<file path="config.mk">
export PLATFORM = sky130hd
export DESIGN_NAME = reservationStations
export DESIGN_NICKNAME = d
export VERILOG_FILES = /design/src/design/rsPkg.sv /design/src/design/cdbBus.sv /design/src/design/registerStatus.sv /design/src/design/reservationStation.sv /design/src/design/reservationStations.sv /design/src/design/tagAllocator.sv
export SDC_FILE = /design/constraint.sdc
export NUM_CORES = 2
export LEC_CHECK = 0
export ABC_AREA = 1
export BUFFER_PORTS_ARGS = -buffer_cell sky130_fd_sc_hd__buf_4
export CAP_MARGIN = 10
export CORE_MARGIN = 3
export CORE_UTILIZATION = 33
export DETAILED_ROUTE_END_ITERATION = 12
export PLACE_DENSITY = 0.46
export SETUP_SLACK_MARGIN = 0.05
export SYNTH_ARGS = -nofsm -noshare
export SYNTH_HDL_FRONTEND = slang
export SYNTH_SLANG_ARGS = --single-unit
</file>
<file path="constraint.sdc">
create_clock -name CLK -period 42.8 [get_ports CLK]
set_clock_uncertainty 0.1 [all_clocks]
set_input_delay 4.28 -clock CLK [delete_from_list [all_inputs] [get_ports CLK]]
set_output_delay 4.28 -clock CLK [all_outputs]
set_load 0.1 [all_outputs]
</file>
<file path="src/design/rsPkg.sv">
`default_nettype none

package rsPkg;

    // Field widths.
    localparam int tagW    = 3;
    localparam int regIdxW = 4;
    localparam int wordW   = 32;
    localparam int opW     = 5;
    localparam int condW   = 4;
    localparam int shamtW  = 5;
    localparam int shW     = 2;
    localparam int nzcvW   = 4;

    // Tag pool and register file sizes.
    localparam int numTags = 1 << tagW;
    localparam int numRegs = 1 << regIdxW;

    // Result tag, which is also the tail slot in the pool.
    typedef logic [tagW-1:0] tagT;

    // Architectural register number.
    typedef logic [regIdxW-1:0] regIdxT;

    // Datapath word.
    typedef logic [wordW-1:0] wordT;

    // Condition that needs no flags.
    localparam logic [condW-1:0] condAlways = 4'hE;

endpackage

`default_nettype wire

</file>
<file path="src/design/cdbBus.sv">
`timescale 1ns/10ps
`default_nettype none

interface cdbBus;

    logic       Valid;
    rsPkg::tagT Tag;
    rsPkg::wordT Value;
    logic       FlagWrite;

    // Stations, register status and tag pool listen.
    modport snoop (
        input Valid, Tag, Value, FlagWrite
    );

    // Broadcast side.
    modport drive (
        output Valid, Tag, Value, FlagWrite
    );

endinterface

`default_nettype wire

</file>
<file path="src/design/registerStatus.sv">
`timescale 1ns/10ps
`default_nettype none

module registerStatus (
    input  logic                    CLK,
    input  logic                    Reset,
    input  logic                    Accept,
    input  logic                    RegW,
    input  rsPkg::regIdxT           Rd,
    input  logic [rsPkg::nzcvW-1:0] FlagW,
    input  rsPkg::tagT              Tail,
    input  rsPkg::regIdxT           RA1,
    input  rsPkg::regIdxT           RA2,
    cdbBus.snoop                    Cdb,
    output logic                    Src1Busy,
    output logic                    Src2Busy,
    output rsPkg::tagT              Src1Tag,
    output rsPkg::tagT              Src2Tag,
    output rsPkg::wordT             Src1Value,
    output rsPkg::wordT             Src2Value,
    output logic                    FlagBusy,
    output rsPkg::tagT              FlagTag
);

    rsPkg::wordT               regValue [rsPkg::numRegs];
    rsPkg::tagT                prodTag  [rsPkg::numRegs];
    logic [rsPkg::numRegs-1:0] regBusy;
    logic                      flagPending;
    rsPkg::tagT                flagProd;
    logic                      hit1;
    logic                      hit2;
    logic                      flagHit;

    // Broadcast matches the latest producer.
    assign hit1    = Cdb.Valid && regBusy[RA1] && (prodTag[RA1] == Cdb.Tag);
    assign hit2    = Cdb.Valid && regBusy[RA2] && (prodTag[RA2] == Cdb.Tag);
    assign flagHit = Cdb.Valid && Cdb.FlagWrite && flagPending && (flagProd == Cdb.Tag);

    always_ff @(posedge CLK or posedge Reset) begin
        if (Reset) begin
            regBusy     <= '0;
            flagPending <= 1'b0;
            flagProd    <= '0;
            for (int i = 0; i < rsPkg::numRegs; i++) begin
                regValue[i] <= '0;
                prodTag[i]  <= '0;
            end
        end else begin
            // Older producers no longer own the register.
            for (int i = 0; i < rsPkg::numRegs; i++) begin
                if (Cdb.Valid && regBusy[i] && (prodTag[i] == Cdb.Tag)) begin
                    regValue[i] <= Cdb.Value;
                    regBusy[i]  <= 1'b0;
                end
            end
            if (Accept && RegW) begin
                regBusy[Rd] <= 1'b1;
                prodTag[Rd] <= Tail;
            end
            if (flagHit) begin
                flagPending <= 1'b0;
            end
            if (Accept && (|FlagW)) begin
                flagPending <= 1'b1;
                flagProd    <= Tail;
            end
        end
    end

    // Same-cycle bypass from the CDB.
    assign Src1Busy  = regBusy[RA1] && !hit1;
    assign Src2Busy  = regBusy[RA2] && !hit2;
    assign Src1Tag   = prodTag[RA1];
    assign Src2Tag   = prodTag[RA2];
    assign Src1Value = hit1 ? Cdb.Value : regValue[RA1];
    assign Src2Value = hit2 ? Cdb.Value : regValue[RA2];
    assign FlagBusy  = flagPending && !flagHit;
    assign FlagTag   = flagProd;

endmodule

`default_nettype wire

</file>
<file path="src/design/reservationStation.sv">
`timescale 1ns/10ps
`default_nettype none

module reservationStation #(
    parameter int Depth = 2
) (
    input  logic                     CLK,
    input  logic                     Reset,
    input  logic                     Append,
    cdbBus.snoop                     Cdb,
    input  logic                     Src1Busy,
    input  rsPkg::tagT               Src1Tag,
    input  rsPkg::wordT              Src1Value,
    input  logic                     Src2Busy,
    input  rsPkg::tagT               Src2Tag,
    input  rsPkg::wordT              Src2Value,
    input  logic                     FlagBusy,
    input  rsPkg::tagT               FlagTag,
    input  logic                     ALUSrc,
    input  rsPkg::wordT              ExtImm,
    input  logic [rsPkg::condW-1:0]  Cond,
    input  logic [rsPkg::nzcvW-1:0]  FlagW,
    input  logic [rsPkg::opW-1:0]    Op,
    input  logic [rsPkg::shamtW-1:0] Shamt5,
    input  logic [rsPkg::shW-1:0]    Sh,
    input  rsPkg::tagT               Tail,
    output logic                     StationFull,
    output logic                     Exec,
    output logic [rsPkg::opW-1:0]    ExecOp,
    output logic [rsPkg::condW-1:0]  ExecCond,
    output logic [rsPkg::nzcvW-1:0]  ExecFlagW,
    output rsPkg::tagT               ExecTag,
    output logic [rsPkg::shamtW-1:0] ExecShamt5,
    output logic [rsPkg::shW-1:0]    ExecSh,
    output rsPkg::wordT              ExecSrcA,
    output rsPkg::wordT              ExecSrcB
);

    localparam int IdxW = (Depth > 1) ? $clog2(Depth) : 1;

    // Entry fields.
    logic [Depth-1:0]         busy, sent, waitA, waitB, waitF;
    logic [rsPkg::opW-1:0]    entOp    [Depth];
    logic [rsPkg::condW-1:0]  entCond  [Depth];
    logic [rsPkg::nzcvW-1:0]  entFlagW [Depth];
    logic [rsPkg::shamtW-1:0] entShamt [Depth];
    logic [rsPkg::shW-1:0]    entSh    [Depth];
    rsPkg::tagT               entDest  [Depth];
    rsPkg::tagT               tagA     [Depth];
    rsPkg::tagT               tagB     [Depth];
    rsPkg::tagT               tagF     [Depth];
    rsPkg::wordT              valA     [Depth];
    rsPkg::wordT              valB     [Depth];

    logic [Depth-1:0] hitA, hitB, hitF, done, ready, appendSel, pickSel;
    logic [IdxW-1:0]  pickIdx;

    always_comb begin
        for (int i = 0; i < Depth; i++) begin
            hitA[i]  = busy[i] && waitA[i] && Cdb.Valid && (tagA[i] == Cdb.Tag);
            hitB[i]  = busy[i] && waitB[i] && Cdb.Valid && (tagB[i] == Cdb.Tag);
            hitF[i]  = busy[i] && waitF[i] && Cdb.Valid && Cdb.FlagWrite
                       && (tagF[i] == Cdb.Tag);
            done[i]  = busy[i] && Cdb.Valid && (entDest[i] == Cdb.Tag);
            ready[i] = busy[i] && !sent[i] && !waitA[i] && !waitB[i] && !waitF[i];
        end
    end

    // Lowest free entry and lowest ready entry.
    assign appendSel = Append ? (~busy & (busy + Depth'(1))) : '0;
    assign pickSel   = ready & (~ready + Depth'(1));

    always_comb begin
        pickIdx = '0;
        for (int i = 0; i < Depth; i++) begin
            if (pickSel[i]) begin
                pickIdx = IdxW'(i);
            end
        end
    end

    always_ff @(posedge CLK or posedge Reset) begin
        if (Reset) begin
            busy  <= '0;
            sent  <= '0;
            waitA <= '0;
            waitB <= '0;
            waitF <= '0;
            Exec  <= 1'b0;
        end else begin
            for (int i = 0; i < Depth; i++) begin
                if (appendSel[i]) begin
                    busy[i]  <= 1'b1;
                    sent[i]  <= 1'b0;
                    waitA[i] <= Src1Busy;
                    waitB[i] <= !ALUSrc && Src2Busy;
                    waitF[i] <= (Cond != rsPkg::condAlways) && FlagBusy;
                end else begin
                    if (hitA[i]) waitA[i] <= 1'b0;
                    if (hitB[i]) waitB[i] <= 1'b0;
                    if (hitF[i]) waitF[i] <= 1'b0;
                    if (pickSel[i]) sent[i] <= 1'b1;
                    // Own result on the bus retires the entry.
                    if (done[i]) busy[i] <= 1'b0;
                end
            end
            Exec <= |ready;
        end
    end

    always_ff @(posedge CLK) begin
        for (int i = 0; i < Depth; i++) begin
            if (appendSel[i]) begin
                entOp[i]    <= Op;
                entCond[i]  <= Cond;
                entFlagW[i] <= FlagW;
                entShamt[i] <= Shamt5;
                entSh[i]    <= Sh;
                entDest[i]  <= Tail;
                tagA[i]     <= Src1Tag;
                tagB[i]     <= Src2Tag;
                tagF[i]     <= FlagTag;
                valA[i]     <= Src1Value;
                valB[i]     <= ALUSrc ? ExtImm : Src2Value;
            end else begin
                if (hitA[i]) valA[i] <= Cdb.Value;
                if (hitB[i]) valB[i] <= Cdb.Value;
            end
        end
        if (|ready) begin
            ExecOp     <= entOp[pickIdx];
            ExecCond   <= entCond[pickIdx];
            ExecFlagW  <= entFlagW[pickIdx];
            ExecTag    <= entDest[pickIdx];
            ExecShamt5 <= entShamt[pickIdx];
            ExecSh     <= entSh[pickIdx];
            ExecSrcA   <= valA[pickIdx];
            ExecSrcB   <= valB[pickIdx];
        end
    end

    assign StationFull = &busy;

endmodule

`default_nettype wire

</file>
<file path="src/design/reservationStations.sv">
`timescale 1ns/10ps
`default_nettype none

module reservationStations #(
    parameter int AluDepth = 4,
    parameter int MemDepth = 2
) (
    input  logic                     CLK,
    input  logic                     Reset,
    input  logic                     Issue,
    input  logic                     MemOp,
    input  logic                     RegW,
    input  rsPkg::regIdxT            Rd,
    input  rsPkg::regIdxT            RA1,
    input  rsPkg::regIdxT            RA2,
    input  logic                     ALUSrc,
    input  rsPkg::wordT              ExtImm,
    input  logic [rsPkg::condW-1:0]  Cond,
    input  logic [rsPkg::nzcvW-1:0]  FlagW,
    input  logic [rsPkg::opW-1:0]    Op,
    input  logic [rsPkg::shamtW-1:0] Shamt5,
    input  logic [rsPkg::shW-1:0]    Sh,
    input  logic                     CdbValid,
    input  rsPkg::tagT               CdbTag,
    input  rsPkg::wordT              CdbValue,
    input  logic                     CdbFlagWrite,
    output logic                     Full,
    output logic                     AluExec,
    output logic [rsPkg::opW-1:0]    AluOp,
    output logic [rsPkg::condW-1:0]  AluCond,
    output logic [rsPkg::nzcvW-1:0]  AluFlagW,
    output rsPkg::tagT               AluTag,
    output logic [rsPkg::shamtW-1:0] AluShamt5,
    output logic [rsPkg::shW-1:0]    AluSh,
    output rsPkg::wordT              AluSrcA,
    output rsPkg::wordT              AluSrcB,
    output logic                     MemExec,
    output logic [rsPkg::opW-1:0]    MemOp2,
    output rsPkg::tagT               MemTag,
    output rsPkg::wordT              MemSrcA,
    output rsPkg::wordT              MemSrcB
);

    cdbBus cdb ();

    logic        accept, tagFull, aluFull, memFull;
    rsPkg::tagT  tail, src1Tag, src2Tag, flagTag;
    logic        src1Busy, src2Busy, flagBusy;
    rsPkg::wordT src1Value, src2Value;

    assign cdb.Valid     = CdbValid;
    assign cdb.Tag       = CdbTag;
    assign cdb.Value     = CdbValue;
    assign cdb.FlagWrite = CdbFlagWrite;

    // Stall on no tag or no room in the target station.
    assign Full   = tagFull || (MemOp ? memFull : aluFull);
    assign accept = Issue && !Full;

    tagAllocator tagAllocator_inst (
        .CLK, .Reset, .Accept(accept), .Cdb(cdb), .Tail(tail), .TagFull(tagFull)
    );

    registerStatus registerStatus_inst (
        .CLK, .Reset, .Accept(accept), .RegW, .Rd, .FlagW, .Tail(tail), .RA1, .RA2,
        .Cdb(cdb), .Src1Busy(src1Busy), .Src2Busy(src2Busy), .Src1Tag(src1Tag),
        .Src2Tag(src2Tag), .Src1Value(src1Value), .Src2Value(src2Value),
        .FlagBusy(flagBusy), .FlagTag(flagTag)
    );

    reservationStation #(.Depth(AluDepth)) aluStation_inst (
        .CLK, .Reset, .Append(accept && !MemOp), .Cdb(cdb),
        .Src1Busy(src1Busy), .Src1Tag(src1Tag), .Src1Value(src1Value),
        .Src2Busy(src2Busy), .Src2Tag(src2Tag), .Src2Value(src2Value),
        .FlagBusy(flagBusy), .FlagTag(flagTag), .ALUSrc, .ExtImm, .Cond, .FlagW,
        .Op, .Shamt5, .Sh, .Tail(tail), .StationFull(aluFull), .Exec(AluExec),
        .ExecOp(AluOp), .ExecCond(AluCond), .ExecFlagW(AluFlagW), .ExecTag(AluTag),
        .ExecShamt5(AluShamt5), .ExecSh(AluSh), .ExecSrcA(AluSrcA), .ExecSrcB(AluSrcB)
    );

    // Offset rides in ExtImm for loads and stores.
    reservationStation #(.Depth(MemDepth)) memStation_inst (
        .CLK, .Reset, .Append(accept && MemOp), .Cdb(cdb),
        .Src1Busy(src1Busy), .Src1Tag(src1Tag), .Src1Value(src1Value),
        .Src2Busy(src2Busy), .Src2Tag(src2Tag), .Src2Value(src2Value),
        .FlagBusy(flagBusy), .FlagTag(flagTag), .ALUSrc, .ExtImm, .Cond, .FlagW,
        .Op, .Shamt5, .Sh, .Tail(tail), .StationFull(memFull), .Exec(MemExec),
        .ExecOp(MemOp2), .ExecCond(), .ExecFlagW(), .ExecTag(MemTag),
        .ExecShamt5(), .ExecSh(), .ExecSrcA(MemSrcA), .ExecSrcB(MemSrcB)
    );

endmodule

`default_nettype wire

</file>
<file path="src/design/tagAllocator.sv">
`timescale 1ns/10ps
`default_nettype none

module tagAllocator (
    input  logic        CLK,
    input  logic        Reset,
    input  logic        Accept,
    cdbBus.snoop        Cdb,
    output rsPkg::tagT  Tail,
    output logic        TagFull
);

    logic [rsPkg::numTags-1:0] tagBusy;

    always_ff @(posedge CLK or posedge Reset) begin
        if (Reset) begin
            Tail    <= '0;
            tagBusy <= '0;
        end else begin
            // Broadcast returns its tag to the pool.
            if (Cdb.Valid) begin
                tagBusy[Cdb.Tag] <= 1'b0;
            end
            if (Accept) begin
                tagBusy[Tail] <= 1'b1;
                Tail          <= Tail + rsPkg::tagT'(1);
            end
        end
    end

    // Wait at the tail until that exact tag comes back.
    assign TagFull = tagBusy[Tail];

endmodule

`default_nettype wire

</file>
==> impl_metrics.csv <==
group,metric,value,unit
synth,postSynthAreaPerCell,8.60,um^2
finish,drive_above_1_share,9.62,%
finish,nets,7566,
worst_setup_path,slowest_delay,0.29,ns
synth,synth_area,64800,um^2
placement,gp_congestion,0.833,
placement,dp_hpwl,142000,um
timing,rsz0062_at_grt,"false",
floorplan,start_util,33.2,%
worst_setup_path,cp_data_arrival_time,5.13,ns
clock_tree,cts_tree,"yes",
routing,wl_per_cell,24.8,um
timing,slew_headroom,28.9,%
timing,finalSetupViolCount,0,
finish,seqCellArea,36800,um^2
finish,utilization,37.8,%
synth,synth.top_cell.area_share,32.7,%
floorplan,dieArea,202000,um^2
synth,synthCells,7536,
timing,fmax,0.105,GHz
outcome,status,"finished, final reports clean",
grt,grt_pass1_vias,53200,
floorplan,fp.coreArea,195000,um^2
grt,grt_pass1_wl,371000,um
grt,overflow,0,
finish,fill_cells,19600,
timing,setup_tns,0,ns
synth,ys_types,44,
routing,drtIter0Drc,6246,
clock_tree,clock_path_buffers,3,
synth,synth_edf_count,705,
clock_tree,cts_sinks,1328,
worst_setup_path,crit_path_frequent_cell,"buf_4",
placement,numPortBuffers,268,
routing,vias,56100,
worst_setup_path,critPathTopFamily,"simple AND/OR/NAND/NOR gates",
timing,hold_viol_final,0,
pwr,p_total,0.00528,W
clock_tree,post_cts_resized,0,
worst_setup_path,cp.depth,6,
synth,synth_nets,7644,
clock_tree,insertion_delay,0.81,ns
routing,ant_nets,0,
clock_tree,holdBufCountCts,0,
synth,yosysSeqAreaShare,56.7,%
routing,drc,0,
routing,routed_wl,253000,um
clock_tree,cts_root_buf,"clkbuf_16",
worst_setup_path,cp_slowest_cell,"nor3_2",
synth,synth_area_leaders,"edfxtp_1 (33%), dfrtp_1 (24%), nand2_1 (13%)",
worst_setup_path,crit_type,"in -> out",
hold_path,min_path_cells,2,
timing,slew_violations,0,
worst_setup_path,start_kind,"input port",
clock_tree,post_cts.repair.setup_buffers,0,
synth,synth_seq_cells,1328,
grt,grt_usage,24.4,%
pwr,ir_worst_vdd,53.7,uV
synth,ys.flop_type,"edfxtp_1",
floorplan,die_w,449,um
timing,worst_pin_slew,1.06,ns
routing,drt-pass1-iter-count,6,
grt,antenna_found_initial,8,
worst_setup_path,required,38.42,ns
hold_path,hold_path_class,"reg -> reg",
synth,synth_warnings,0,
grt,grt_max_degree,136,
finish,multi_input_area,25000,um^2
floorplan,ios,269,
worst_setup_path,worstPathMaxFanout,3,
clock_tree,htree_levels,4,
pwr,leakagePower,30.6,nW
clock_tree,numCtsBuffers,152,
worst_setup_path,cp.buffers_inverters,3,
routing,viasPerCell,5.49,
timing,post-route-period-util,22.2,%
floorplan,rows,162,
pwr,powerDensity,71.6,nW/um^2
finish,synthToLayoutAreaGrowth,13.7,%
worst_setup_path,reg2reg_depth,10,
floorplan,fp.dieH,449,um
job,drv_cap,0,
timing,period_minus_slack,9.51,ns
worst_setup_path,critPathCaptureType,"output pin",
synth,async_reset_ff_share,46.9,%
clock_tree,path_clk_slew,0.06,ns
synth,synth_top_area_cell,"edfxtp_1",
worst_setup_path,path_cells,"buf_4, inv_1, nor3_1, nor3_2, nand2_1, buf_4",
[kinds of logic after synthesis]
family / count (synthesis) / share of synthesized area [%]
buf+inv: 806 / 4.91
fa+ha+maj: 1 / 0.0193
compound gates: 1834 / 15.8
xor+xnor: 66 / 0.892
flops: 1328 / 56.7
simple gates: 3501 / 21.7
[sequential cells by signal, indices dropped and copies added (netlist names), 20 cells and up]
register / flops
memStation_inst.valB: 64
registerStatus_inst.regValue: 512
aluStation_inst.valA: 128
memStation_inst.valA: 64
aluStation_inst.ExecSrcA: 32
memStation_inst.ExecSrcB: 32
aluStation_inst.entOp: 20
registerStatus_inst.prodTag: 48
aluStation_inst.entShamt: 20
memStation_inst.ExecSrcA: 32
aluStation_inst.ExecSrcB: 32
aluStation_inst.valB: 128
[final timing paths]
check                                                start                           endpoint  slack [ns]
max                                                  MemOp                               Full       33.29
min                        registerStatus_inst.regBusy[13]    registerStatus_inst.regBusy[13]        0.38
max reg2reg                        aluStation_inst.busy[2]       aluStation_inst.ExecSrcA[25]       37.87
min reg2reg                registerStatus_inst.regBusy[13]    registerStatus_inst.regBusy[13]        0.38
max in group asynchronous                            Reset  registerStatus_inst.regValue[181]       36.01
min in group asynchronous                            Reset    registerStatus_inst.prodTag[32]        3.51
[stage by stage]
| step | hold slack, ns | instances | area (um^2) | setup slack [ns] |
|---|---|---|---|---|
| after CTS | 0.383 | 10200 | 73700 | 33.29 |
| final | 0.381 | 10200 | 73700 | 33.29 |
| after global routing | 0.398 | 10200 | 73700 | 33.23 |
| after detailed placement | 0.367 | 9928 | 68700 | 33.15 |
| after global placement | 0.371 | 9928 | 68700 | 33.18 |
| after floorplan | 0.350 | 7536 | 64800 | 20.97 |
[synthesized netlist by cell type, types with 7 or more instances]
cell type,n
a211oi_1,11
o21ai_1,45
o21ai_0,1272
clkbuf_1,492
o221ai_1,109
xnor2_1,8
nor4_1,7
a32o_1,19
inv_1,176
inv_2,20
buf_2,61
nand2_1,2266
nor2_1,697
o22ai_1,236
a2111oi_0,7
xor2_1,58
nand3_2,31
dfrtp_1,623
nand2_2,31
buf_4,22
nand3_1,447
buf_1,31
a21oi_1,64
edfxtp_1,705
a221oi_1,12
o211ai_1,42
[cell usage in the layout, fill, tap and decap left out, drive strengths merged, types with 58 or more instances in the layout]
cell / count
clkbuf: 217
nor2: 702
dfrtp: 623
o221ai: 109
o21ai: 1317
nand2: 2297
xor2: 58
o22ai: 236
nand3: 478
buf: 374
a21oi: 65
inv: 207
edfxtp: 705
[worst min-delay path, delay by kind of cell (launching register included)]
family / cells / cell delay, ns
flip-flops: 1 / 0.34
AND/OR/NAND/NOR: 2 / 0.11
[metal layers]
layer	global-route usage [%]	vias to the layer above	share of wire, %
met5	0	-	0.0051
met4	8.69	2	3.4
met3	3.67	488	7.2
met2	39.1	2508	46
met1	33.7	27500	44
li1	-	25600	-
[final cells by class]
class | instances | area share, %
Antenna cell | 9 | 0.0305
Clock buffer | 216 | 5.88
Clock inverter | 60 | 0.942
Inverter | 199 | 1.06
Multi-Input combinational cell | 5402 | 33.9
Sequential cell | 1328 | 49.9
Tap cell | 2624 | 4.45
Timing Repair Buffer | 375 | 3.84
[power breakdown]
group          switching (W)  internal, W
combinational        0.00141     0.000436
sequential          0.000254      0.00184
clock               0.000561     0.000775
(Power assumes the default switching activity.)
